File: config.mk
export PLATFORM = sky130hd
export DESIGN_NAME = clear_addr_counter
export DESIGN_NICKNAME = d
export VERILOG_FILES = /design/src/hog_cell_pkg.sv /design/src/clear_addr_counter.sv
export SDC_FILE = /design/constraint.sdc
export NUM_CORES = 1
export LEC_CHECK = 0
export BUFFER_PORTS_ARGS = -buffer_cell sky130_fd_sc_hd__buf_2
export CORE_UTILIZATION = 50
export CTS_CLUSTER_DIAMETER = 30
export CTS_CLUSTER_SIZE = 12
export DETAILED_ROUTE_END_ITERATION = 7
export GPL_TIMING_DRIVEN = 1
export PLACE_DENSITY = 0.74
export SYNTH_ARGS = -nofsm -noshare
export SYNTH_HDL_FRONTEND = slang
export SYNTH_SLANG_ARGS = --single-unit
File: constraint.sdc
create_clock -name aclk -period 2.2 [get_ports aclk]
set_input_delay 0.11 -clock aclk [delete_from_list [all_inputs] [get_ports aclk]]
set_output_delay 0.11 -clock aclk [all_outputs]
set_load 0.05 [all_outputs]
File: src/hog_cell_pkg.sv
// shared sizes, state, bank and vote-slot encodings for the HOG cell-histogram RTL and bench
package hog_cell_pkg;

	//--------------------------------------------------
	// default sizes, overridden from the top level
	//--------------------------------------------------
	parameter int default_cells_per_side = 34; // cells along one grid side
	parameter int default_num_bins = 18; // orientation bins per cell
	parameter int default_acc_width = 35; // accumulator and intensity width
	parameter int cell_px_bits = 2; // 4x4 pixels per cell

	//--------------------------------------------------
	// encodings
	//--------------------------------------------------
	typedef enum logic {
		st_clear, // zeroing all banks
		st_idle // accepting votes and readback
	} ctrl_state_e;

	// bank by {row parity, col parity}
	typedef enum logic [1:0] {
		bank_odd_odd = 2'd0,
		bank_odd_even = 2'd1,
		bank_even_odd = 2'd2,
		bank_even_even = 2'd3
	} bank_e;

	// order matches intensity_0 to intensity_3
	typedef enum logic [1:0] {
		slot_own = 2'd0, // cell holding the pixel
		slot_vert = 2'd1, // up or down neighbour
		slot_diag = 2'd2, // corner neighbour
		slot_horz = 2'd3 // left or right neighbour
	} slot_e;

endpackage

File: src/clear_addr_counter.sv
// walks every bank address once per clear, flagging the last one to the FSM and datapath
`timescale 1ns/1ps

module clear_addr_counter #(
	parameter int cells_per_side = hog_cell_pkg::default_cells_per_side,
	parameter int num_bins = hog_cell_pkg::default_num_bins,
	localparam int half = (cells_per_side + 1) / 2,
	localparam int depth = half * half * num_bins,
	localparam int aw = $clog2(depth)
) (
	input logic aclk,
	input logic rst,
	input logic clear_en,
	output logic [aw-1:0] clear_addr,
	output logic clear_last
);

	assign clear_last = clear_en & (clear_addr == aw'(depth - 1)); // final word

	always_ff @(posedge aclk) begin
		if (rst) begin
			clear_addr <= '0;
		end else if (clear_last) begin
			clear_addr <= '0; // ready for next clear
		end else if (clear_en) begin
			clear_addr <= clear_addr + 1'b1;
		end
	end

endmodule

Yosys cells after proc, flatten, opt, wreduce, memory -nomap -nowiden. Index checks and enable logic that the tools add are counted.

Add/subtract/negate cells: 1. Equality and inequality tests: 1. Bitwise operators: 1. Reductions and logical operators: 1.

Operator list (number): $add 13x1->13 const B (1); $eq 13x13->1 const B (1); $reduce_or 2->1 (1); $and 1x1->1 (1).

Bits in registers: 13. Output and inout port bits: 14. Logic and storage cells: 5.

Logic depth before layout (Yosys ltp). Gate-level depths: netlist (run 1).

Depth in word-level cells: 3. Gate-level depth with buffers: 6. Depth with buffers taken out: 5.

Worst setup path after synthesis (run 1). OpenSTA, ideal clock, no wires.

Path type: register -> output. Start point: register clear_addr[10]. End point: output port clear_last. Arrival time: 2.600 ns. Setup slack: -0.510 ns. Stages on the path, launching flop included: 4. Cells stage by stage: dfxtp_1 -> nor3b_2 -> nand4_1 -> nor4_1.

Cells in the longest elaborated chain, start to end: 2.

Ends and longest elaborated chain: start, declared (line clear_addr_counter.sv:14) `output logic [aw-1:0] clear_addr,`; start signal, assigned (line clear_addr_counter.sv:26) `clear_addr <= clear_addr + 1'b1;`; $eq 13x13->1 (line clear_addr_counter.sv:18) `assign clear_last = clear_en & (clear_addr == aw'(depth - 1));`; $and 1x1->1 (line clear_addr_counter.sv:18); end, declared (line clear_addr_counter.sv:15) `output logic clear_last`.

Every way passes these cells.

Worst setup path after layout (run 1).
Start point: register clear_addr[0]. End point: output port clear_last.

The elaborated chain is that of the path after synthesis.

==> flow_summary.json, run 1 <==
{
  "run_status": "finished, final reports clean",
  "synth_area_per_cell_um2": 9.29,
  "fill_cells": 101,
  "worstSkewPairLatency_ns": 0.28,
  "finalCritPeriodShare_pct": 76.6,
  "gp_congestion": 0.759,
  "antenna_found_initial": 0,
  "power_frac_seq_pct": 56.4,
  "synth-xor-area-share_pct": 15.5,
  "reg2reg_to": "clear_addr[1]",
  "period_needed_ns": 1.69,
  "ys_top_cells_by_area": "dfxtp_1 (38%), xnor2_1 (10%), nor2_1 (7.7%)",
  "tritoncts": "yes",
  "routedWlPerCell_um": 12.1,
  "ys_ff_latch": 13,
  "grt_pass1_vias": 477,
  "slew_headroom_pct": 67.1,
  "critical_path_class": "reg -> out",
  "power_frac_clock_pct": 33.7,
  "fin_setup_tns_ns": 0,
  "wl_met1_um": 623,
  "yosysWarnings": 0,
  "synth_edf_count": 0,
  "rsz0062_at_grt": "false",
  "netlist_area_um2": 678,
  "chipWidth_um": 38.8,
  "wl_met2_um": 571,
  "finalSetupViolations": 0,
  "yosys.area_share.simple_pct": 31.9,
  "drtIter0Drc": 6,
  "routed.top_layer": "met4",
  "place_inst": 101,
  "ys_top_cells_by_count": "nor2_1 (14), dfxtp_1 (13), xnor2_1 (8)",
  "reg2reg_slack_ns": 0.51,
  "placed_cell_area_um2": 772,
  "die_h_um": 38.8,
  "ys_seq_area_share_pct": 38.4,
  "skew_ns": 0.00301,
  "htreeDepth": 1,
  "num_rows": 12,
  "synth_fp_nets": 78,
  "worstReg2RegStart": "clear_addr[0]",
  "dr.pass1.iters": 4,
  "met3WireLength_um": 44,
  "crit_fanout": 6,
  "crit_family": "flip-flops",
  "regArea_um2": 260,
  "cts_root_buf": "clkbuf_4",
  "crit_end": "clear_last",
  "groute.usage.overall_pct": 20.8,
  "grt_start_max_net_pins": 9,
  "area_growth_pct": 17.7,
  "finalMaxSlewViolations": 0,
  "vias_per_cell": 5.24,
  "synth_fa_ha_area_share_pct": 3.69,
  "p_sw_uw": 115,
  "hpwl_um": 963,
  "synth_top_area_share_pct": 38.4,
  "path_clk_slew_ns": 0.08,
  "worst_slew_pin_slew_ns": 0.493,
  "cts_made_buffers": 3,
  "end_kind": "output port",
  "reg_top3": "clear_addr x13",
  "stdcell_area_um2": 798,
  "vias": 550,
  "ant_nets": 0,
  "yosysMostFrequentCell": "nor2_1",
  "hold_viol_final": 0,
  "synth_top_family_by_area": "simple AND/OR/NAND/NOR gates",
  "async_flop_share_pct": 0,
  "grt-ovfl-total": 0,
  "path_cells": "ha_1 > nand4_1 > nor4_2 > buf_2",
  "io_buffers": 16,
  "fmax_mhz": 593,
  "core_um2": 1190,
  "crit_slowest_cell": "dfxtp_1",
  "largest_register": "clear_addr",
  "synth_flop_cell": "dfxtp_1",
  "drt_wl_total_um": 1270,
  "cp-startpoint": "clear_addr[0]",
  "grt_pass1_wl_um": 2120,
  "power_density_nw_per_um2": 549,
  "start_util_pct": 57.2,
  "crit_arrival_ns": 1.58,
  "clock-sinks": 13,
  "post_cts_buffers": 0,
  "crit_path_start_kind": "flip-flop",
  "num_antenna_cells": 0,
  "drive_above_1_share_pct": 30.8,
  "yosys-mux-area-fraction_pct": 0,
  "cp.depth": 4,
  "p_leak_uw": 0.000307,
  "io_pins": 17,
  "internal_power_uw": 323,
  "fin_nets": 97,
  "swShare_pct": 26.3,
  "cts_resized": 0,
  "peakVddDrop_uv": 390,
  "r2r_cells": 5,
  "max-clock-path-buffers": 2,
  "min_path_type": "in -> reg",
  "crit_required_ns": 2.09,
  "finalNonFillerCells": 105,
  "pwr-share-comb_pct": 9.9,
  "largest_reg_flops": 13,
  "multi_input_area_um2": 388,
  "post-route-drc-count": 0,
  "synthCells": 73,
  "cap_violations": 0,
  "synth_compound_area_share_pct": 5.17,
  "path_buf_inv": 1,
  "ctsHoldBuffers": 0,
  "synth_area_leader_cell": "dfxtp_1",
  "die-area_um2": 1510,
  "synth_cell_types": 21,
  "slowest_delay_ns": 0.44
}
[cells by family after synthesis]
family,after synthesis
simple gates,36
flops,13
fa+ha+maj,2
xor+xnor,12
buf+inv,8
compound gates,2
[worst min-delay path: stages]
cell and delay, ns:
buf_2 0.07, inv_1 0.05, o41ai_4 0.09, nor2_2 0.05
[cell type report]
class                   count  area share, %
inverters                   5           2.35
clock buffers               4           3.29
flip-flops and latches     13           32.6
multi-input cells          52           48.6
well taps                  14           2.19
repair buffers             17           11.0
[cells in the final DEF, fill, tap and decap left out, types with 4 or more instances in the layout]
cell and n:
buf_2 16, nor2_1 14, dfxtp_1 13, xnor2_1 8, inv_1 5, nand4_1 4, nor4_2 4, nand2_1 4
xor2_1 4
[worst min-delay path by stage]
stage | to | cells past startpoint | slack (ns) | from
3_5_place_dp | clear_addr[6] | 4 | 0.43 | rst
5_1_grt | clear_addr[6] | 4 | 0.15 | rst
3_3_place_gp | clear_addr[6] | 4 | 0.43 | rst
4_1_cts | clear_addr[6] | 4 | 0.14 | rst
2_1_floorplan | clear_addr[12] | 3 | 0.30 | rst
6_report | clear_addr[6] | 4 | 0.14 | rst
[power by group through the flow]
stage                     logic, µW  registers (µW)  clock network (µW)
after floorplan                20.1             266                   0
after global placement         42.9             252                   0
after detailed placement       43.6             252                   0
after CTS                      43.9             247                 151
after global routing           47.3             248                 164
final                          43.6             247                 148
[per-stage QoR]
stage / hold slack, ns / setup slack [ns] / utilization (%) / total power, µW
after floorplan: 0.296 / 0.0635 / - / 286
after global placement: 0.427 / 0.605 / 65.1 / 295
after detailed placement: 0.434 / 0.536 / 65.1 / 296
after CTS: 0.137 / 0.501 / 67.3 / 442
after global routing: 0.149 / 0.365 / 67.3 / 460
final: 0.137 / 0.515 / 67.3 / 438
[layer usage]
metal | vias to the layer above | global-route usage, %
li1 | 283 | -
met1 | 249 | 27.0
met2 | 13 | 31.7
met3 | 5 | 3.47
met4 | 0 | 12.9
met5 | - | 0
Power figures use the tool's default switching activity.
==> run 2, diff against run 1 <==
- CORE_UTILIZATION: 50 -> 45
- PLACE_DENSITY: 0.74 -> 0.7
- clock period: 2.2 -> 1.5 ns (I/O delays scaled with it)
==> run 2 against run 1 <==
Compared with the run above:
- the run now ends with negative setup slack left
- non-clock buffer count rose by 7
- register-to-register slack got worse by 0.58 ns
- die area rose by 11%
- largest cell class unchanged
- critical path type is now reg -> reg
- critical path depth rose by 2
- setup slack got worse by 0.58 ns
- highest routed layer unchanged
==> flow_summary.json, run 2 (synthesis gave the netlist of run 1 again) <==
{
  "ctsHoldBuffers": 0,
  "tritoncts": "yes",
  "violations": "negative setup slack",
  "finalSetupViolations": 14,
  "fin_ws_ns": -0.0682,
  "worst_slew_pin_slew_ns": 0.327,
  "hpwl_um": 1060,
  "peakVddDrop_uv": 497,
  "cts_made_buffers": 3,
  "run_status": "finished, violations left",
  "post-route-drc-count": 0,
  "end_kind": "flip-flop",
  "max-clock-path-buffers": 2,
  "layout_commonest_cell": "buf_2",
  "largest_register": "clear_addr",
  "die-area_um2": 1670,
  "grt-ovfl-total": 0,
  "grt_pass1_wl_um": 2270,
  "finalMaxSlewViolations": 0,
  "swShare_pct": 27.0,
  "skew_ns": 0.000991,
  "placed_cell_area_um2": 836,
  "stdcell_area_um2": 936,
  "num_rows": 13,
  "power_frac_clock_pct": 33.2,
  "reg2reg_to": "clear_addr[1]",
  "path_clk_slew_ns": 0.08,
  "crit_fanout": 5,
  "drive_above_1_share_pct": 56.1,
  "chipWidth_um": 40.8,
  "hold_viol_final": 0,
  "vias": 596,
  "largest_reg_flops": 13,
  "rsz0062_at_grt": "true",
  "r2r_cells": 6,
  "finalPower_uw": 651,
  "ant_nets": 0,
  "groute.usage.overall_pct": 22.4,
  "min_path_type": "in -> reg",
  "io_buffers": 16,
  "pwr-share-comb_pct": 11.9,
  "crit_required_ns": 1.65,
  "reg2reg_slack_ns": -0.07,
  "hold_depth": 2,
  "power_density_nw_per_um2": 695,
  "dr.pass1.iters": 4,
  "cts_root_buf": "clkbuf_4",
  "min_to": "clear_addr[1]",
  "fmax_mhz": 638,
  "internal_power_uw": 475,
  "worstReg2RegStart": "clear_addr[11]",
  "vias_per_cell": 5.27,
  "p_leak_uw": 0.000340,
  "core_um2": 1350,
  "antenna_found_initial": 0,
  "start_util_pct": 50.2,
  "grt_pass1_vias": 527,
  "grt_start_max_net_pins": 10,
  "period_needed_ns": 1.57,
  "holdCritStartpoint": "clear_en",
  "gp_congestion": 0.727,
  "drt_wl_total_um": 1560,
  "die_h_um": 40.8,
  "routedWlPerCell_um": 13.8,
  "slew_headroom_pct": 78.1,
  "area_growth_pct": 38.0,
  "cap_violations": 0,
  "p_sw_uw": 176,
  "io_pins": 17,
  "worstSkewPairLatency_ns": 0.27,
  "critical_path_class": "reg -> reg",
  "crit_arrival_ns": 1.72,
  "power_frac_seq_pct": 54.9,
  "htreeDepth": 1,
  "clock-sinks": 13,
  "num_antenna_cells": 0,
  "drtIter0Drc": 14,
  "reg_top3": "clear_addr x13",
  "crit_path_start_kind": "flip-flop",
  "finalCritPeriodShare_pct": 105,
  "fin_nets": 104,
  "layout_common_cells": "buf_2 (15), dfxtp_2 (9), xnor2_1 (8)",
  "fill_cells": 118
}
-- run 2: timing repair --
item	in CTS	in global routing
setup endpoints to repair	1	14
pin swaps	3	12
setup buffers	2	0
gates cloned	0	1
resized for setup	4	12
-- run 2: metal layers --
layer | global-route usage [%] | vias up | routed length [µm]
met1 | 25.7 | 289 | 736
met2 | 32.8 | 11 | 758
met4 | 17.5 | 0 | 17
li1 | - | 294 | -
met5 | 0 | - | 0
met3 | 8.70 | 2 | 45
-- run 2: per-stage QoR --
stage | worst slack (ns) | util, % | TNS, ns | hold WS [ns] | instances
finish | -0.0682 | 69.3 | -0.463 | 0.138 | 113
global route | -0.114 | 69.3 | -1.13 | 0.129 | 113
CTS | -0.0455 | 65.9 | -0.0455 | 0.122 | 112
detailed placement | 0.0512 | 61.9 | 0 | 0.421 | 106
global placement | 0.124 | 61.9 | 0 | 0.397 | 106
floorplan | -0.0200 | - | -0.185 | 0.254 | 73
-- run 2: power by group through the flow --
stage / combinational, µW / clock (µW) / sequential [µW]
final: 77.3 / 216 / 357
after floorplan: 29.4 / 0 / 387
after detailed placement: 66.0 / 0 / 367
after global placement: 65.8 / 0 / 367
after global routing: 83.6 / 247 / 358
after CTS: 67.3 / 226 / 357
-- run 2: worst max path at each step --
stage              startpoint       endpoint  slack (ns)  cells past startpoint
2_1_floorplan  clear_addr[10]  clear_addr[9]       -0.02                      5
3_3_place_gp    clear_addr[1]  clear_addr[1]        0.12                      6
3_5_place_dp   clear_addr[11]  clear_addr[1]        0.05                      5
4_1_cts        clear_addr[11]     clear_last       -0.05                      4
5_1_grt        clear_addr[11]  clear_addr[1]       -0.11                      6
6_report       clear_addr[11]  clear_addr[1]       -0.07                      6
-- run 2: worst max-delay path, stage by stage (launching register included) --
cell      delay (ns)
dfxtp_2         0.34
nor3b_4         0.19
nand4_1         0.19
buf_4           0.19
o41ai_4         0.28
buf_6           0.20
a211oi_1        0.06
-- run 2: cell type report --
class / count / area (µm²) / share of cell area [%]
Multi-Input combinational cell: 52 / 435 / 46.5
Sequential cell: 13 / 287 / 30.6
Timing Repair Buffer: 24 / 150 / 16.0
Clock buffer: 4 / 26.3 / 2.81
Inverter: 5 / 18.8 / 2.01
Tap cell: 15 / 18.8 / 2.01
