--- config.mk ---
export PLATFORM = sky130hd
export DESIGN_NAME = cell_hist_ctrl
export DESIGN_NICKNAME = d
export VERILOG_FILES = /design/src/hog_cell_pkg.sv /design/src/cell_hist_ctrl.sv
export SDC_FILE = /design/constraint.sdc
export NUM_CORES = 1
export LEC_CHECK = 0
export ABC_CLOCK_PERIOD_IN_PS = 800
export BUFFER_PORTS_ARGS = -buffer_cell sky130_fd_sc_hd__buf_2
export CAP_MARGIN = 20
export CELL_PAD_IN_SITES_DETAIL_PLACEMENT = 0
export CELL_PAD_IN_SITES_GLOBAL_PLACEMENT = 1
export CORE_MARGIN = 2
export CORE_UTILIZATION = 15
export DETAILED_ROUTE_END_ITERATION = 10
export GPL_TIMING_DRIVEN = 0
export HOLD_SLACK_MARGIN = 0.06
export PLACE_DENSITY_LB_ADDON = 0.15
export SYNTH_ARGS = -nofsm -noshare
export SYNTH_HDL_FRONTEND = slang
export SYNTH_SLANG_ARGS = --single-unit
--- constraint.sdc ---
create_clock -name aclk -period 0.8 [get_ports aclk]
set_input_delay 0.08 -clock aclk [delete_from_list [all_inputs] [get_ports aclk]]
set_output_delay 0.08 -clock aclk [all_outputs]
set_load 0.1 [all_outputs]
--- src/hog_cell_pkg.sv ---
// shared sizes, state, bank and vote-slot encodings for the HOG cell-histogram RTL and bench
package hog_cell_pkg;

	//--------------------------------------------------
	// default sizes, overridden from the top level
	//--------------------------------------------------
	parameter int default_cells_per_side = 34; // cells along one grid side
	parameter int default_num_bins = 18; // orientation bins per cell
	parameter int default_acc_width = 35; // accumulator and intensity width
	parameter int cell_px_bits = 2; // 4x4 pixels per cell

	//--------------------------------------------------
	// encodings
	//--------------------------------------------------
	typedef enum logic {
		st_clear, // zeroing all banks
		st_idle // accepting votes and readback
	} ctrl_state_e;

	// bank by {row parity, col parity}
	typedef enum logic [1:0] {
		bank_odd_odd = 2'd0,
		bank_odd_even = 2'd1,
		bank_even_odd = 2'd2,
		bank_even_even = 2'd3
	} bank_e;

	// order matches intensity_0 to intensity_3
	typedef enum logic [1:0] {
		slot_own = 2'd0, // cell holding the pixel
		slot_vert = 2'd1, // up or down neighbour
		slot_diag = 2'd2, // corner neighbour
		slot_horz = 2'd3 // left or right neighbour
	} slot_e;

endpackage

--- src/cell_hist_ctrl.sv ---
// control FSM for clear/idle, vote and readback acceptance, and the frame_done pulse
`timescale 1ns/1ps

module cell_hist_ctrl #(
	parameter int cells_per_side = hog_cell_pkg::default_cells_per_side,
	localparam int pw = $clog2(cells_per_side) + hog_cell_pkg::cell_px_bits
) (
	input logic aclk,
	input logic rst,
	input logic clear_start,
	input logic clear_last,
	input logic vote_valid,
	input logic [pw-1:0] vote_row,
	input logic [pw-1:0] vote_col,
	input logic rd_valid,
	output logic clear_en,
	output logic vote_ready,
	output logic vote_accept,
	output logic rd_ready,
	output logic rd_accept,
	output logic hist_ready,
	output logic frame_done
);

	localparam logic [pw-1:0] last_px = pw'(cells_per_side * (1 << hog_cell_pkg::cell_px_bits) - 1);

	hog_cell_pkg::ctrl_state_e state;
	logic in_flight; // vote accepted last edge, write not yet done
	logic last_px_q; // last-pixel vote in its read cycle

	assign clear_en = (state == hog_cell_pkg::st_clear);
	assign vote_ready = (state == hog_cell_pkg::st_idle);
	assign vote_accept = vote_valid & vote_ready;
	assign rd_ready = vote_ready & ~vote_valid & ~in_flight; // votes win
	assign rd_accept = rd_valid & rd_ready;

	//--------------------------------------------------
	// state machine
	//--------------------------------------------------
	always_ff @(posedge aclk) begin
		if (rst) begin
			state <= hog_cell_pkg::st_clear; // banks cleared after reset
			hist_ready <= 1'b0;
		end else begin
			case (state)
				hog_cell_pkg::st_clear: begin
					if (clear_last) begin
						state <= hog_cell_pkg::st_idle;
						hist_ready <= 1'b1;
					end
				end
				default: begin
					if (clear_start) begin // re-clear on request
						state <= hog_cell_pkg::st_clear;
						hist_ready <= 1'b0;
					end
				end
			endcase
		end
	end

	// frame_done lands in the write cycle of the last-pixel vote
	always_ff @(posedge aclk) begin
		if (rst) begin
			in_flight <= 1'b0;
			last_px_q <= 1'b0;
			frame_done <= 1'b0;
		end else begin
			in_flight <= vote_accept;
			last_px_q <= vote_accept & (vote_row == last_px) & (vote_col == last_px);
			frame_done <= last_px_q;
		end
	end

endmodule

# Word level (Yosys, flattened, before mapping)
# Cells that the tools add are included.
[op_classes]
n_eq_ne = 3
muxes = 6
bitwise_logic = 9
n_reduce_logical = 2
[ops]
columns = ["operator", "count"]
rows = [
  ["equality test 8 bit, second input constant", 2],
  ["bitwise AND 1 bit", 6],
  ["two-way mux 1 bit", 6],
  ["NOT 1 bit", 3],
  ["inequality test 2 bit, second input constant", 1],
  ["AND reduction 2 bit", 1],
  ["nonzero test 2 bit", 1],
]
[word_totals]
regBits = 5
output_inout_bits = 7
word_cells = 25

# Longest topological paths before layout
# Gate-level depths: netlist of the first run.
[logic_depth]
depth_word = 4
mapped_depth = 3

# Least setup slack after synthesis of the first run
# Ideal clock, no wire load.
[synth_path]
path_kind = "register to output"
startpoint = "register state, in the netlist vote_ready"
endpoint = "output port rd_accept"
t_arrival_ns = 4.025
slack_ns = -3.305
stages_incl_launch_ff = 4
n_path_buf = 0
path_cell_list = "dfxtp_1 inv_1 nor3_2 and2_1"
[synth_between]
elab_chain_len = 3
[synth_lines]
columns = ["element", "line_no", "source"]
rows = [
  ["start: declaration", "cell_hist_ctrl.sv:27", "hog_cell_pkg::ctrl_state_e state;"],
  ["start signal: assignment", "cell_hist_ctrl.sv:42", "state <= hog_cell_pkg::st_clear;"],
  ["start signal: assignment", "cell_hist_ctrl.sv:48", "state <= hog_cell_pkg::st_idle;"],
  ["start signal: assignment", "cell_hist_ctrl.sv:54", "state <= hog_cell_pkg::st_clear;"],
  ["bitwise AND 1 bit (2 in a row)", "cell_hist_ctrl.sv:34", "assign rd_ready = vote_ready & ~vote_valid & ~in_flight;"],
  ["net rd_ready", "cell_hist_ctrl.sv:19", "output logic rd_ready,"],
  ["bitwise AND 1 bit", "cell_hist_ctrl.sv:35", "assign rd_accept = rd_valid & rd_ready;"],
  ["end: declaration", "cell_hist_ctrl.sv:20", "output logic rd_accept,"],
]
# The timed path passes the listed nets, and every way through them passes these cells.

# Worst setup path after layout of the first run
[layout_path]
startpoint = "register state, in the netlist vote_ready"
endpoint = "output port rd_accept"
[layout_between]
elab_chain_len = 3
[layout_lines]
columns = ["element", "line_no"]
rows = [
  ["bitwise AND 1 bit (2 in a row)", "cell_hist_ctrl.sv:34"],
  ["bitwise AND 1 bit", "cell_hist_ctrl.sv:35"],
]
# No other way between the ends.

==> results of run 1 <==
[what timing repair did]
action,CTS,global route
gates resized for setup,31,2
setup endpoints to repair,9,11
buffers inserted,4,1
pin swaps,1,1
[worst max-delay path by stage]
stage	start	to	slack (ps)	cells after the start
floorplan	vote_ready$_SDFF_PP0_	rd_accept	-1820	3
global placement	vote_ready$_SDFF_PP0_	rd_accept	-460	4
detailed placement	vote_ready$_SDFF_PP0_	rd_accept	-490	4
CTS	vote_ready$_SDFF_PP0_	rd_accept	-470	4
global route	vote_ready$_SDFF_PP0_	rd_accept	-530	4
finish	vote_ready$_SDFF_PP0_	rd_accept	-470	4
[metal layers]
layer | share of wire (%) | GRT usage, % | routed length (um)
met1 | 32 | 6.17 | 217
met2 | 55 | 16.3 | 377
met3 | 10 | 1.72 | 72
met4 | 2.8 | 9.38 | 19
met5 | 0 | 0 | 0
[layout make-up]
class / instances / area [um^2]
timing repair buffer: 33 / 287
tap: 15 / 18.8
sequential: 5 / 106
clock buffer: 4 / 26.3
inverter: 1 / 7.51
multi-input combinational: 16 / 134
fill: 134 / 754
[logic make-up after synthesis]
family	count (synthesis)	synth area share, %
flip-flops	5	45.5
AO/OA/AOI/OAI	2	5.68
buffers and inverters	1	1.70
AND/OR/NAND/NOR	14	47.2
[power by group through the flow]
stage / Combinational (mW) / Sequential [mW] / Clock (mW)
after floorplan: 0.120 / 0.335 / 0
after global placement: 0.252 / 0.274 / 0
after detailed placement: 0.255 / 0.275 / 0
after CTS: 0.355 / 0.272 / 0.290
after global routing: 0.381 / 0.273 / 0.316
final: 0.366 / 0.272 / 0.280
[metrics by stage]
stage / TNS [ps] / hold slack [ps] / cell area [um^2] / power, mW
floorplan: -6070 / 143 / 239 / 0.455
finish: -2470 / 74.5 / 579 / 0.918
CTS: -2290 / 75.3 / 566 / 0.916
global placement: -1330 / 313 / 398 / 0.526
detailed placement: -1430 / 324 / 398 / 0.530
global route: -2900 / 67.9 / 579 / 0.969
[cell usage after synthesis (all sizes together)]
cell / instances
and2: 2
inv: 1
nand2: 1
nand4b: 1
dfxtp: 5
nor4: 1
and4: 1
nand2b: 1
o21ai: 1
nor2: 2
nor4b: 1
and4b: 1
nor2b: 2
nor3: 1
a22oi: 1
[state kept, by name, indices dropped and copies added, names as in the netlist]
name        count
vote_ready      1
last_px_q       1
frame_done      1
in_flight       1
hist_ready      1
==> results.md, run 1 <==
* Vias in the first global route at 285
* CP endpoint kind: output port
* Top delay family on crit path: flip-flops
* Area share of the largest cell type after synthesis at 45.5%
* Crit path kind: flop to output port
* Synth unique cells at 17
* Int Pwr at 0.610 mW
* Final cell count without fillers at 74
* Placed Cells at 65
* Data required time at the worst endpoint at 720 ps
* Synth Cell Area at 220 um^2
* Die Ht at 42.3 um
* Sequential power share at 29.6%
* Fin. Hold Viols at 0
* Most frequent cells in the layout: buf_2, buf_12, buf_4
* Routed Antenna Nets at 0
* Fin Clk Skew at 0.376 ps
* Synth warn at 0
* GPL Wtd Cong at 0.686
* Pwr/cell area at 1590 nW/um^2
* Nets@finish at 82
* Core Area at 1330 um^2
* Area leader, netlist: dfxtp_1
* Num Clock Sinks at 5
* IO buf count at 28
* Clock share of power at 30.5%
* CP peak stage delay at 350 ps
* Most common cell after layout, fill and taps aside: buf_2
* I/O Pins at 29
* Sw Share at 33.6%
* Worst skew pair latency at 230 ps
* Endpoints failing setup at 10
* WL final at 687 um
* Largest net degree at the start of global routing at 5
* Gr ovfl total at 0
* Slowest-stage cell, CP: dfxtp_4
* WHS Path Cells at 2
* Layout area overhead at 163%
* RSZ-0062 raised after global routing: true
* Hold Buf Count CTS at 0
* Final min period at 1270 ps
* Drt first-iter violations at 3
* R2r startpoint: vote_ready$_SDFF_PP0_
* CTS Buf Count at 3
* Global-route wire length before repair at 1080 um
* Drt wl/cell at 9.28 um
* Synth Area per Inst at 10.0 um^2
* CTS tree: built
* FP Rows at 13
* Worst slew margin at 81.6%
* Cell types occupying the most area after synthesis: dfxtp_1, nor2b_4, and4b_1
* Clock H-tree levels at 1
* Avg Vias per Cell at 4.03
* Vias at 298
* Initial antenna violation count at 0
* Crit path buffers/inverters at 2
* Hpwl dp at 493 um
* Crit Reg-Reg Endpoint: hist_ready$_SDFFE_PP0P_
* First-pass DRT Iterations at 2
* Arrival @ worst endpoint at 1190 ps
* Cells along the critical path: clkinvlp_4, nor3_4, and2_4, buf_12
* IR drop worst, VDD at 0.000513 V
* Element type at the critical path start: flop
* Clock Path Buffers at 2
* Final period util at 158%
* Initial Util at 16.5%
* FF-to-FF path depth at 6
* DIE AREA at 1790 um^2
* CP Max Fanout at 2
* Fmax at 0.789 GHz
* CTS Root Buffer Type: clkbuf_4
* Max-cap viol count at 0
* R2R setup slack at -350 ps
* Sequential share of the synthesized area at 45.5%
* Psw at 0.308 mW
* Comb pwr share at 39.9%
* Min-delay src: rst
* Leak Pwr at 0.269 nW
* Ant. Diodes at 0
* Pre-CTS WS at -491 ps
* Synth Register Bits at 5
* Synth Net Count at 44
* PnR worst setup slack at -468 ps
* Status: complete, but fails checks
* Final Slew Violations at 0
* Total GRT Usage at 8.45%
* Layout cells sized above 1 at 78.0%
* Failing checks: setup timing
* Clk slew on worst S/H paths at 40 ps
* Post-Route Utilization at 43.4%
* Hold Path Class: input pin to flop
* Worst-Margin Slew at 273 ps
* Die X at 42.3 um
* Post-Syn Instances at 22
* DRC Markers at 0
* Hold endpoint: frame_done$_SDFF_PP0_
(Power assumes the default switching activity.)
==> run 2, diff against run 1 <==
--- a/config.mk
+++ b/config.mk
@@ -5,14 +5,15 @@
 export SDC_FILE = /design/constraint.sdc
 export NUM_CORES = 1
 export LEC_CHECK = 0
-export ABC_CLOCK_PERIOD_IN_PS = 800
+export ABC_CLOCK_PERIOD_IN_PS = 1500
 export BUFFER_PORTS_ARGS = -buffer_cell sky130_fd_sc_hd__buf_2
 export CAP_MARGIN = 20
 export CELL_PAD_IN_SITES_DETAIL_PLACEMENT = 0
 export CELL_PAD_IN_SITES_GLOBAL_PLACEMENT = 1
-export CORE_MARGIN = 2
-export CORE_UTILIZATION = 15
+export CORE_AREA = 2 2 39 41
+export CTS_BUF_LIST = sky130_fd_sc_hd__clkbuf_2
 export DETAILED_ROUTE_END_ITERATION = 10
+export DIE_AREA = 0 0 41 43
 export GPL_TIMING_DRIVEN = 0
 export HOLD_SLACK_MARGIN = 0.06
 export PLACE_DENSITY_LB_ADDON = 0.15
==> constraint.sdc (replaced) <==
create_clock -name aclk -period 1.5 [get_ports aclk]
set_input_delay 0.15 -clock aclk [delete_from_list [all_inputs] [get_ports aclk]]
set_output_delay 0.15 -clock aclk [all_outputs]
set_load 0.1 [all_outputs]
==> run 2 against run 1 <==
  * The run now ends clean
  * Global-route usage fell by 2.1 points
  * Clock power fell by 57%
  * Combinational power fell by 63%
  * Largest power group is now sequential cells
==> results.md, run 2 (synthesis results as in run 1) <==
* Slowest-stage cell, CP: dfxtp_4
* Clock Path Buffers at 2 (unchanged)
* First-pass DRT Iterations at 4 (+2)
* FP Rows at 14 (+1)
* Nets@finish at 77 (-6.1%)
* Data required time at the worst endpoint at 1350 ps (+630 ps)
* Cells along the critical path: clkinvlp_4, nor3_4, and2_4, buf_6
* Hold Path Class: input pin to flop
* Clock H-tree levels at 1 (unchanged)
* Total GRT Usage at 6.33% (-2.1 points)
* Fmax at 0.724 GHz
* Largest net degree at the start of global routing at 6 (+1)
* CP Max Fanout at 5 (+3)
* Leak Pwr at 0.216 nW (-20%)
* GPL Wtd Cong at 0.630 (-8.2%)
* Global-route wire length before repair at 710 um (-34%)
* Crit path kind: flop to output port
* Post-cts repair resize count at 1 (-97%)
* CP peak stage delay at 370 ps (+20 ps)
* Drt first-iter violations at 3 (unchanged)
* Final period util at 92.1%
* Vias at 286 (-4.0%)
* Worst-Margin Slew at 484 ps (+212 ps)
* WL final at 501 um (-27%)
* Num Clock Sinks at 5 (unchanged)
* IO buf count at 28 (unchanged)
* PnR worst setup slack at 119 ps (+587 ps)
* Vias in the first global route at 214 (-25%)
* Drt wl/cell at 7.16 um (-23%)
* Endpoints failing setup at 0 (-10)
* Post-CTS Setup Repair Bufs at 0 (-4)
* Final Slew Violations at 0 (unchanged)
* Fin Clk Skew at 1.28 ps (+0.902 ps)
* Arrival @ worst endpoint at 1230 ps (+40 ps)
* Pre-CTS WS at 153 ps (+644 ps)
* Most frequent cells in the layout: buf_2, clkbuf_2, dfxtp_1
* Core Area at 1380 um^2 (+3.8%)
* Die Ht at 43 um (+1.6%)
* Pwr Total at 0.401 mW (-56%)
* DRC Markers at 0 (unchanged)
* Final min period at 1380 ps
* Die X at 41 um (-3.1%)
* CTS tree: built
* Initial Util at 15.9% (-0.60 points)
* IR drop worst, VDD at 0.000173 V (-66%)
* CTS Buf Count at 3 (unchanged)
* Ant. Diodes at 0 (unchanged)
* Routed Antenna Nets at 0 (unchanged)
* Worst skew pair latency at 200 ps (-30 ps)
* I/O Pins at 29 (unchanged)
* Setup Total Neg Slack at 0 ps (+2470 ps)
* Final hold slack at 166 ps (+91.3 ps)
* CP endpoint kind: output port
* Hold Buf Count CTS at 0 (unchanged)
* Placement Cell Area at 397 um^2 (-0.31%)
* Most common cell after layout, fill and taps aside: buf_2
* Max-cap viol count at 0 (unchanged)
* Layout cells sized above 1 at 70.4% (-7.6 points)
* DIE AREA at 1760 um^2 (-1.5%)
* Top delay family on crit path: flip-flops
* Pwr/cell area at 943 nW/um^2 (-41%)
* Status: completed
* Final Cell Area at 425 um^2 (-27%)
* Gr ovfl total at 0 (unchanged)
* Clk slew on worst S/H paths at 50 ps (about the same)
* Element type at the critical path start: flop
* Fin. Hold Viols at 0 (unchanged)
* CTS Root Buffer Type: clkbuf_2
* Avg Vias per Cell at 4.09 (+1.5%)
* Crit path buffers/inverters at 2 (unchanged)
* Layout area overhead at 93.2%
* RSZ-0062 raised after global routing: false
* Initial antenna violation count at 0 (unchanged)
* Worst slew margin at 67.9% (-14 points)
## run 2: cell types whose count changed in the layout (fill, tap and decap cells not counted), moves of 2 or more
cell / previous run / this run
buf_12: 7 / 0
buf_2: 21 / 26
buf_4: 4 / 0
clkbuf_2: 0 / 4
clkbuf_4: 3 / 1
dfxtp_1: 2 / 4
dfxtp_2: 2 / 0
## run 2: final timing paths
path	from	endpoint	slack, ps	depth (start not counted)
min reg2reg	last_px_q$_SDFF_PP0_	frame_done$_SDFF_PP0_	460	1
max	vote_ready$_SDFF_PP0_	rd_accept	120	4
max reg2reg	vote_ready$_SDFF_PP0_	last_px_q$_SDFF_PP0_	610	3
min	rst	vote_ready$_SDFF_PP0_	170	2
## run 2: worst reg2reg max path: stages (launching register included)
cell and delay, ps:
dfxtp_4 360, and2_2 170, nor2b_4 120, and4_1 140
## run 2: area by class of cell
class | count | area, um^2
clock buffer | 4 | 20.0
fill | 155 | 958
inverter | 1 | 7.51
multi-input combinational | 16 | 125
sequential | 5 | 104
tap | 16 | 20.0
timing repair buffer | 28 | 149
## run 2: stage by stage
stage	cells	utilization (%)
2_1_floorplan	22	-
5_1_grt	70	30.7
6_report	70	30.7
3_5_place_dp	66	28.7
4_1_cts	70	30.3
3_3_place_gp	66	28.7
## run 2: power by group
| part | switching (mW) | internal (mW) | total [mW] |
|---|---|---|---|
| Clock | 0.0505 | 0.0706 | 0.121 |
| Sequential | 0.00502 | 0.138 | 0.143 |
| Combinational | 0.0972 | 0.0397 | 0.137 |
## run 2: per-layer routing
| layer | wire length [um] | up-vias | track usage [%] |
|---|---|---|---|
| li1 | - | 143 | - |
| met1 | 186 | 119 | 5.81 |
| met4 | 0 | 0 | 6.00 |
| met5 | 0 | - | 0 |
| met2 | 229 | 24 | 9.38 |
| met3 | 85 | 0 | 3.14 |
