### config.mk
export PLATFORM = sky130hd
export DESIGN_NAME = vote_accumulate
export DESIGN_NICKNAME = d
export VERILOG_FILES = /design/src/hog_cell_pkg.sv /design/src/vote_accumulate.sv
export SDC_FILE = /design/constraint.sdc
export NUM_CORES = 1
export LEC_CHECK = 0
export BUFFER_PORTS_ARGS = -buffer_cell sky130_fd_sc_hd__buf_2
export CORE_MARGIN = 10
export CORE_UTILIZATION = 44
export CTS_BUF_LIST = sky130_fd_sc_hd__clkbuf_16
export DETAILED_ROUTE_END_ITERATION = 7
export GPL_TIMING_DRIVEN = 0
export PLACE_DENSITY = 0.73
export RECOVER_POWER = 25
export SLEW_MARGIN = 5
export SYNTH_ARGS = -nofsm -noshare
export SYNTH_HDL_FRONTEND = slang
export SYNTH_SLANG_ARGS = --single-unit
### constraint.sdc
create_clock -name aclk -period 11.84 [get_ports aclk]
set_input_delay 1.776 -clock aclk [delete_from_list [all_inputs] [get_ports aclk]]
set_output_delay 1.776 -clock aclk [all_outputs]
set_load 0.005 [all_outputs]
### src/hog_cell_pkg.sv
// shared sizes, state, bank and vote-slot encodings for the HOG cell-histogram RTL and bench
package hog_cell_pkg;

	//--------------------------------------------------
	// default sizes, overridden from the top level
	//--------------------------------------------------
	parameter int default_cells_per_side = 34; // cells along one grid side
	parameter int default_num_bins = 18; // orientation bins per cell
	parameter int default_acc_width = 35; // accumulator and intensity width
	parameter int cell_px_bits = 2; // 4x4 pixels per cell

	//--------------------------------------------------
	// encodings
	//--------------------------------------------------
	typedef enum logic {
		st_clear, // zeroing all banks
		st_idle // accepting votes and readback
	} ctrl_state_e;

	// bank by {row parity, col parity}
	typedef enum logic [1:0] {
		bank_odd_odd = 2'd0,
		bank_odd_even = 2'd1,
		bank_even_odd = 2'd2,
		bank_even_even = 2'd3
	} bank_e;

	// order matches intensity_0 to intensity_3
	typedef enum logic [1:0] {
		slot_own = 2'd0, // cell holding the pixel
		slot_vert = 2'd1, // up or down neighbour
		slot_diag = 2'd2, // corner neighbour
		slot_horz = 2'd3 // left or right neighbour
	} slot_e;

endpackage

### src/vote_accumulate.sv
// read-modify-write pipeline over the four banks, with bypass, clear writes and readback mux
`timescale 1ns/1ps

module vote_accumulate #(
	parameter int cells_per_side = hog_cell_pkg::default_cells_per_side,
	parameter int num_bins = hog_cell_pkg::default_num_bins,
	parameter int acc_width = hog_cell_pkg::default_acc_width,
	localparam int half = (cells_per_side + 1) / 2,
	localparam int aw = $clog2(half * half * num_bins)
) (
	input logic aclk,
	input logic rst,
	input logic vote_accept,
	input logic rd_accept,
	input logic clear_en,
	input logic [aw-1:0] clear_addr,
	input logic [aw-1:0] bank_addr_0,
	input logic [aw-1:0] bank_addr_1,
	input logic [aw-1:0] bank_addr_2,
	input logic [aw-1:0] bank_addr_3,
	input hog_cell_pkg::slot_e bank_slot_0,
	input hog_cell_pkg::slot_e bank_slot_1,
	input hog_cell_pkg::slot_e bank_slot_2,
	input hog_cell_pkg::slot_e bank_slot_3,
	input logic bank_slot_ok_0,
	input logic bank_slot_ok_1,
	input logic bank_slot_ok_2,
	input logic bank_slot_ok_3,
	input logic [acc_width-1:0] vote_intensity_0,
	input logic [acc_width-1:0] vote_intensity_1,
	input logic [acc_width-1:0] vote_intensity_2,
	input logic [acc_width-1:0] vote_intensity_3,
	input hog_cell_pkg::bank_e rd_bank,
	input logic [aw-1:0] rd_addr,
	input logic [acc_width-1:0] bank_rdata_0,
	input logic [acc_width-1:0] bank_rdata_1,
	input logic [acc_width-1:0] bank_rdata_2,
	input logic [acc_width-1:0] bank_rdata_3,
	output logic [aw-1:0] bank_raddr_0,
	output logic [aw-1:0] bank_raddr_1,
	output logic [aw-1:0] bank_raddr_2,
	output logic [aw-1:0] bank_raddr_3,
	output logic bank_we_0,
	output logic bank_we_1,
	output logic bank_we_2,
	output logic bank_we_3,
	output logic [aw-1:0] bank_waddr_0,
	output logic [aw-1:0] bank_waddr_1,
	output logic [aw-1:0] bank_waddr_2,
	output logic [aw-1:0] bank_waddr_3,
	output logic [acc_width-1:0] bank_wdata_0,
	output logic [acc_width-1:0] bank_wdata_1,
	output logic [acc_width-1:0] bank_wdata_2,
	output logic [acc_width-1:0] bank_wdata_3,
	output logic rd_resp_valid,
	output logic [acc_width-1:0] rd_resp_data
);

	logic [3:0][aw-1:0] vaddr, raddr_q, waddr_q, waddr, prev_waddr;
	logic [3:0][acc_width-1:0] intens, int_q1, int_q2, rdata, old_val, wdata, prev_wdata;
	hog_cell_pkg::slot_e slot_in [4], slot_q1 [4], slot_q2 [4];
	logic [3:0] ok_in, ok_q1, ok_q2, we, prev_we;
	logic v_q1, v_q2; // vote in read cycle, in write cycle
	logic rd_q1; // readback in read cycle
	hog_cell_pkg::bank_e rd_bank_q1, rd_bank_q2;

	assign vaddr = {bank_addr_3, bank_addr_2, bank_addr_1, bank_addr_0};
	assign intens = {vote_intensity_3, vote_intensity_2, vote_intensity_1, vote_intensity_0};
	assign rdata = {bank_rdata_3, bank_rdata_2, bank_rdata_1, bank_rdata_0};
	assign ok_in = {bank_slot_ok_3, bank_slot_ok_2, bank_slot_ok_1, bank_slot_ok_0};
	assign slot_in = '{bank_slot_0, bank_slot_1, bank_slot_2, bank_slot_3};

	//--------------------------------------------------
	// pipeline control
	//--------------------------------------------------
	always_ff @(posedge aclk) begin
		if (rst) begin
			v_q1 <= 1'b0;
			v_q2 <= 1'b0;
			rd_q1 <= 1'b0;
			rd_resp_valid <= 1'b0;
			prev_we <= '0;
		end else begin
			v_q1 <= vote_accept;
			v_q2 <= v_q1;
			rd_q1 <= rd_accept;
			rd_resp_valid <= rd_q1; // bank data out this cycle
			prev_we <= we;
		end
	end

	// payload, no reset
	always_ff @(posedge aclk) begin
		if (vote_accept) begin
			raddr_q <= vaddr;
		end else if (rd_accept) begin
			raddr_q <= {4{rd_addr}}; // same word in all banks
		end
		int_q1 <= intens;
		slot_q1 <= slot_in;
		ok_q1 <= ok_in;
		rd_bank_q1 <= rd_bank;
		waddr_q <= raddr_q;
		int_q2 <= int_q1;
		slot_q2 <= slot_q1;
		ok_q2 <= ok_q1;
		rd_bank_q2 <= rd_bank_q1;
		prev_waddr <= waddr;
		prev_wdata <= wdata;
	end

	//--------------------------------------------------
	// write cycle
	//--------------------------------------------------
	always_comb begin
		for (int b = 0; b < 4; b++) begin
			// bank read saw stale data if last write hit the same word
			old_val[b] = (prev_we[b] && prev_waddr[b] == waddr_q[b]) ? prev_wdata[b] : rdata[b];
			if (clear_en) begin
				we[b] = 1'b1;
				waddr[b] = clear_addr;
				wdata[b] = '0;
			end else begin
				we[b] = v_q2 & ok_q2[b]; // off-grid neighbour skipped
				waddr[b] = waddr_q[b];
				wdata[b] = old_val[b] + int_q2[slot_q2[b]];
			end
		end
	end

	assign {bank_raddr_3, bank_raddr_2, bank_raddr_1, bank_raddr_0} = raddr_q;
	assign {bank_we_3, bank_we_2, bank_we_1, bank_we_0} = we;
	assign {bank_waddr_3, bank_waddr_2, bank_waddr_1, bank_waddr_0} = waddr;
	assign {bank_wdata_3, bank_wdata_2, bank_wdata_1, bank_wdata_0} = wdata;
	assign rd_resp_data = rdata[rd_bank_q2];

endmodule

Word-level counts from Yosys, hierarchy flattened. Cells that the tools add are included.

Bitwise logic cells: 4. Muxes and demuxes: 28. Magnitude comparators: 5. Eq/ne operators: 4. Reductions and logical operators: 5. $add $sub $neg: 4.

Operators by type and width (count): two-way mux 35 bit (13); binary-select mux 35 bit (select 2 bit) (5); adder 35 bit (4); two-way mux 52 bit (2); == test 13 bit (4); two-way mux 13 bit (4); less-than comparator 2 x 3 -> 1 bit, second input constant (5); bitwise AND 1 bit (4); logical AND 1 bit (4); two-way mux 1 bit (4); nonzero test 2 bit (1).

Output and inout bits: 284. Register bits after elaboration: 612.

Longest topological paths before layout. Gate-level depths: netlist (run 1).

Word-level depth: 5. Gate-level depth with buffers: 16. Depth with buffers taken out: 15.

Least setup slack after synthesis (run 1). No wires, ideal clock.

Path kind: input -> output. Start point: in bank_rdata_3[0]. End point: out bank_wdata_3[30]. Data arrival time: 4.485 ns. Slack: 5.579 ns. Cell stages on the path: 11. Path through: mux2_2 > ha_1 > fa_1 > a211oi_1 > o21a_1 > o31a_4 > a2111oi_2 > o21ba_1 > o311ai_1 > or3b_1 > mux2_4.

Cells in the longest elaborated chain, start to end: 3.

RTL lines: from (decl) (line vote_accumulate.sv:38) `input logic [acc_width-1:0] bank_rdata_3,`; two-way mux 35 bit (line vote_accumulate.sv:118) `old_val[b] = (prev_we[b] && prev_waddr[b] == waddr_q[b]) ? prev_wdata[b] : rdata[b];`; adder 35 bit (line vote_accumulate.sv:126) `wdata[b] = old_val[b] + int_q2[slot_q2[b]];`; two-way mux 35 bit (line vote_accumulate.sv:119) `if (clear_en) begin`; to (decl) (line vote_accumulate.sv:54) `output logic [acc_width-1:0] bank_wdata_3,`.

No other way between the ends.

Worst setup path in the final report (run 1).
Start point: reg waddr_q[16] in the netlist's numbering. End point: out bank_wdata_1[32].

Cells in the longest elaborated chain, start to end: 5.

RTL lines: from (decl) (line vote_accumulate.sv:59) `logic [3:0][aw-1:0] vaddr, raddr_q, waddr_q, waddr, prev_waddr;`; from (signal assigned) (line vote_accumulate.sv:103) `waddr_q <= raddr_q;`; == test 13 bit (line vote_accumulate.sv:118); logical AND 1 bit (line vote_accumulate.sv:118); two-way mux 35 bit (line vote_accumulate.sv:118); adder 35 bit (line vote_accumulate.sv:126); two-way mux 35 bit (line vote_accumulate.sv:119); to (decl) (line vote_accumulate.sv:52) `output logic [acc_width-1:0] bank_wdata_1,`.

No other way between the ends.

==> results of run 1 <==
path summary, 6_finish.rpt:
path                             startpoint               end  cells past startpoint  slack [ps]
worst max-delay path            waddr_q[16]  bank_wdata_1[32]                     17        2750
worst min-delay path             int_q1[12]        int_q2[12]                      0         320
worst max register to register  waddr_q[16]    prev_wdata[67]                     16        5180
worst min register to register   int_q1[12]        int_q2[12]                      0         320
final cells by class:
cell class / instances / area (µm²)
tap: 846 / 1060
clock buffer: 71 / 1780
multi-input combinational: 1707 / 14700
sequential: 612 / 12800
clock inverter: 53 / 597
buffer: 120 / 534
fill: 5671 / 28300
inverter: 84 / 315
antenna: 5 / 12.5
timing repair buffer: 659 / 3300
registers in the layout, indices dropped and copies added, names as in the netlist, 4 cells and up:
name	cells
prev_we	4
bank_raddr_2	13
ok_q2	4
slot_q2	8
int_q2	140
ok_q1	4
prev_waddr	52
bank_raddr_3	13
bank_raddr_1	13
slot_q1	8
int_q1	140
waddr_q	52
prev_wdata	140
bank_raddr_0	13
power by group through the flow:
stage                     sequential, µW  clock [µW]  combinational, µW
after floorplan                     2400           0                823
after global placement              2420           0               1370
after detailed placement            2430           0               1380
after CTS                           2390        2280               1390
after global routing                2410        2360               1510
final                               2390        2260               1400
through the flow:
| step | total power [µW] | hold slack, ps |
|---|---|---|
| final | 6060 | 320 |
| after detailed placement | 3810 | 312 |
| after global placement | 3790 | 310 |
| after floorplan | 3230 | 310 |
| after CTS | 6060 | 317 |
| after global routing | 6280 | 325 |
placed cells by master (no fill, tap or decap), drive strengths merged, types with 18 or more instances in the layout:
cell and instances:
nor3 36, xnor2 105, a31oi 21, nand4 35
nand2 211, a21o 78, nand3 26, xor2 60
mux4 175, o21ai 125, a211oi 24, nand2b 18
inv 101, ha 136, nor2 182, buf 685
mux2 144, nor2b 29, dfxtp 560, edfxtp 52
a21oi 132, o21bai 25, clkbuf 162, clkinv 22
cell families (layout without fill, tap and decap cells):
family                     count (synthesis)  in the layout  synth area share
DFF                                      612            612             0.452
adders and majority gates                140            140            0.0630
xor gates and xnor gates                 165            165            0.0511
buffers and inverters                    204            987            0.0300
other                                      0              5                 0
AOI/OAI and AO/OA                        492            492             0.111
and+or+nand+nor                          586            586            0.0944
muxes                                    324            324             0.199
routing by layer:
layer / GRT usage / up-vias
li1: - / 10700
met1: 0.334 / 11200
met5: 0 / -
met4: 0.138 / 12
met3: 0.0812 / 261
met2: 0.499 / 1253
worst max-delay path, cell delays in order (launching register included):
cell and delay [ps]:
dfxtp_1 340, xor2_1 230, nor4_1 280, nand3_1 170, nor3_4 670, clkbuf_1 640, mux2_2 410, ha_1 280
fa_1 530, a211oi_1 290, o21ai_0 350, o2111ai_1 650, a21oi_1 340, o41ai_2 690, o31ai_1 310, xnor2_1 190
nor2_1 170, buf_2 150
==> results.md, run 1 <==
* Maximum fanout along the worst path at 10
* Most common library cells after synthesis: 560 x dfxtp_1, 211 x nand2_1, 182 x nor2_1, 175 x mux4_2, 142 x mux2_2
* Highest Signal Layer: met5
* Met3 WL at 10.3 mm
* Switch Pwr at 1830 µW
* Largest net degree at the start of global routing at 53
* Syn. warnings at 0
* Rel. slew slack at 0.101
* CTS tree: done
* Routed len/inst at 27.3 µm
* Overall routing resource usage at 0.292
* Starting DRC count in detailed routing at 2027
* Most common cell in the netlist: dfxtp_1
* Sequential area share after synthesis at 0.452
* Synth cell types at 83
* DPL Wire Length at 92.8 mm
* Dpl cell area at 0.0326 mm²
* Die Span Y at 273 µm
* DR vias at 23400
* Worst VDD drop at 0.000156 V
* Mapped Avg Cell Area at 11.2 µm²
* Post-CTS Resized at 0
* Arr. time, crit path at 7310 ps
* HP Class: reg -> reg
* Synth top area cells: dfxtp_1 40%, mux4_2 14%, ha_1 6.0%
* Die ar. at 0.0748 mm²
* Rows at 92
* Max Cap Viol at 0
* Hold buffers post-CTS at 0
* EDFF count, synth at 52
* IO Port Bufs at 659
* Kind of start point of the critical path: register
* Period utilization at 0.767
* Crit Path Class: reg -> out
* GPL Wtd Cong at 0.980
* Slew @ Worst Pin at 1350 ps
* Skew-Pair Late Insertion Delay at 620 ps
* Final instance area at 0.0350 mm²
* Synthesized instance count at 2523
* Max-slew violation count at 0
* CTS Buf Count at 67
* Cell leakage power at 0.0155 µW
* Clock power frac at 0.373
* Initial Util at 0.446
* TritonCTS Sinks at 612
* Tmin final at 9090 ps
* H-tree levels at 3
* Layout Skew at 33.4 ps
* Met1 wire length at 42.5 mm
* Worst-path clk slew at 60 ps
* # IOs at 661
* Comb power frac at 0.232
* Synthesized cell area at 0.0283 mm²
* Synth Register Bits at 612
* Pre-CTS WS at 3450 ps
* Drt drc at 0
* Final nets at 3768
* Core ar. at 0.0633 mm²
* CTS max path bufs at 3
* Area share of the largest cell type after synthesis at 0.397
* Post-CTS Setup Bufs at 0
* Setup TNS at 0 ps
* Syn_nets at 3040
* Most used flip-flop cell after synthesis: dfxtp_1
* Met2 WL at 55.2 mm
* Sw Ratio at 0.303
* RSZ-0062 raised after global routing: false
* Final setup vio count at 0
* Vias in the first global route at 23400
* Critical Path Sink Type: output pin
* F_max at 110 MHz
* Worst EP required at 10060 ps
* Area growth from synthesis to layout at 23.9%
* Final WL at 114 mm
* Dominant cell type by area after synthesis: dfxtp_1
* Grt total ovfl at 0
* Status: finished clean
* Power Dens Cells at 173 mW/mm²
* Root Driver: clkbuf_16
* Post-route ant nets at 0
* Int Pwr at 4220 µW
* Min setup slack post-route at 2750 ps
* Final Non-Filler Cells at 4157
* Placed cell count at 4028
* Seq pwr share at 0.395
* Core Util, Final at 0.553
* 1st-pass router iterations at 5
* First-pass GRT wire length at 159 mm
* Asr flop ratio synth at 0
* Die W at 273 µm
* Fin. Hold Viols at 0
* Vias/cell at 5.64
* Initial antenna violation count at 14
* Layout cells sized above 1 at 0.339
Note: power is estimated with default switching activity, not from simulation.
==> run 2: changes to the inputs <==
--- a/config.mk
+++ b/config.mk
@@ -11,7 +11,7 @@
 export CTS_BUF_LIST = sky130_fd_sc_hd__clkbuf_16
 export DETAILED_ROUTE_END_ITERATION = 7
 export GPL_TIMING_DRIVEN = 0
-export PLACE_DENSITY = 0.73
+export PLACE_DENSITY = 0.76
 export RECOVER_POWER = 25
 export SLEW_MARGIN = 5
 export SYNTH_ARGS = -nofsm -noshare
==> constraint.sdc (replaced) <==
create_clock -name aclk -period 7.7 [get_ports aclk]
set_input_delay 1.155 -clock aclk [delete_from_list [all_inputs] [get_ports aclk]]
set_output_delay 1.155 -clock aclk [all_outputs]
set_load 0.005 [all_outputs]
==> run 2 against run 1 <==
Power increased by 54%. Routed wire length increased by 0.74%. Sequential power increased by 54%. Sequential share of layout area decreased by 0.19 points. Worst setup slack got worse by 2600 ps. Count of clock-buffer cells in the layout decreased by 2. Clock power increased by 54%. Flip-flop and latch count unchanged. Register-to-register slack got worse by 3200 ps. Largest cell class unchanged.
==> results.md, run 2 (synthesis results as in run 1) <==
* R2R Path Start: slot_q2[7]
* Maximum fanout along the worst path at 10
* Commonest non-fill, non-tap cells in the layout: 661 x buf_2, 559 x dfxtp_1, 211 x nand2_1
* DR vias at 24000
* Final WL at 115 mm
* Critical Path Sink Type: output pin
* Final Non-Filler Cells at 4163
* Routed len/inst at 27.5 µm
* H-tree levels at 3
* Worst VDD drop at 0.000247 V
* 1st-pass router iterations at 6
* Post-route ant nets at 0
* Worst-path clk slew at 60 ps
* Vias in the first global route at 24200
* Layout Skew at 23.0 ps
* Skew-Pair Late Insertion Delay at 630 ps
* Status: finished clean
* Max-slew violation count at 0
* Commonest non-fill, non-tap cell in the layout: buf_2
* RSZ-0062 raised after global routing: false
* Area growth from synthesis to layout at 24.6%
* Initial antenna violation count at 18
* Kind of start point of the critical path: register
* Worst path max stage delay at 850 ps
* Crit-path cells: buf_1 -> clkbuf_1 -> mux4_2 -> ha_1 -> fa_1 -> a21oi_1 -> nor2_1 -> o41ai_4 -> nand4_1 -> nand3_1 -> o31ai_1 -> or4_1 -> nand3_1 -> buf_2
* Die Span Y at 273 µm
* Fin. Hold Viols at 0
* DPL Wire Length at 93.1 mm
* Starting DRC count in detailed routing at 2295
* Slew @ Worst Pin at 1300 ps
* Root Driver: clkbuf_16
* Max Cap Viol at 0
* Overall routing resource usage at 0.296
* Seq. cell area at 0.0128 mm²
* Setup TNS at 0 ps
* Drt drc at 0
* Most used cell, CP: nand3_1
* IO Port Bufs at 659
* Period utilization at 0.979
* Worst EP required at 6550 ps
* HP Class: reg -> reg
* Area of the multi-input gates at 0.0147 mm²
* Die ar. at 0.0748 mm²
* Biggest regs: int_q1 (140), int_q2 (140), prev_wdata (140)
* CTS max path bufs at 3
* CP startpoint: slot_q2[7]
* FILL cells at 5457
* Core Util, Final at 0.556
* # IOs at 661
* Layout cells sized above 1 at 0.345
* CTS tree: done
* Final nets at 3773
* Rel. slew slack at 0.135
* Die W at 273 µm
* Power Dens Cells at 265 mW/mm²
* GPL Wtd Cong at 1.00
* Crit Path Class: reg -> out
* Largest net degree at the start of global routing at 53
* Rows at 92
* F_max at 133 MHz
* Hold Startpoint: int_q1[132]
* Grt total ovfl at 0
* Slowest CP cell: buf_1
* Initial Util at 0.446
* Core ar. at 0.0633 mm²
* Hold buffers post-CTS at 0
* Arr. time, crit path at 6380 ps
* Placed cell count at 4030
* Final setup vio count at 0
* Hold_ws at 318 ps
* CTS Buf Count at 68
* Cell leakage power at 0.0156 µW
* First-pass GRT wire length at 162 mm
* TritonCTS Sinks at 612
* Tmin final at 7540 ps
* Vias/cell at 5.77
## run 2: cell type report
cell class | instances | share of cell area
multi-input combinational | 1707 | 0.419
sequential | 612 | 0.363
timing repair buffer | 667 | 0.0962
clock buffer | 69 | 0.0490
tap | 846 | 0.0301
clock inverter | 55 | 0.0189
buffer | 116 | 0.0149
inverter | 84 | 0.00895
antenna | 7 | 0.000497
## run 2: where the power goes
part	switching, µW	internal [µW]	leakage, µW	total [µW]
clock	1450	2010	0.00119	3470
combinational	1290	897	0.00921	2190
sequential	146	3540	0.00525	3680
## run 2: path summary, 6_finish.rpt
kind                      endpoint  slack, ps  cells past startpoint
setup / recovery  bank_wdata_0[32]        160                     14
hold / removal         int_q2[132]        320                      0
setup reg to reg    prev_wdata[28]       1960                     13
hold reg to reg        int_q2[132]        320                      0
## run 2: repair_timing
action,4_1_cts,5_1_grt
setup endpoints to repair,60,20
setup buffers,4,2
resized for setup,12,11
pin swaps,3,2
## run 2: metrics by stage
stage / power (µW) / area [µm²] / worst slack (ps)
after floorplan: 4960 / 28300 / 2160
after global placement: 5830 / 32600 / -1280
after detailed placement: 5860 / 32700 / -668
after CTS: 9310 / 35200 / -121
after global routing: 9660 / 35200 / 15.6
final: 9340 / 35200 / 163
## run 2: layer usage
layer | share of wire | GRT usage | vias up
met5 | 0.00074 | 0 | -
met4 | 0.054 | 0.155 | 12
met3 | 0.10 | 0.0832 | 321
met2 | 0.48 | 0.495 | 1460
met1 | 0.36 | 0.340 | 11500
li1 | - | - | 10700
## run 2: critical path, delay by kind of cell, from the launching register on
kind            cells  cell delay (ps)
compound gates      3             1040
fa+ha+maj           2              760
buf+inv             3             1680
flops               1              310
mux                 1              420
simple gates        5             1510
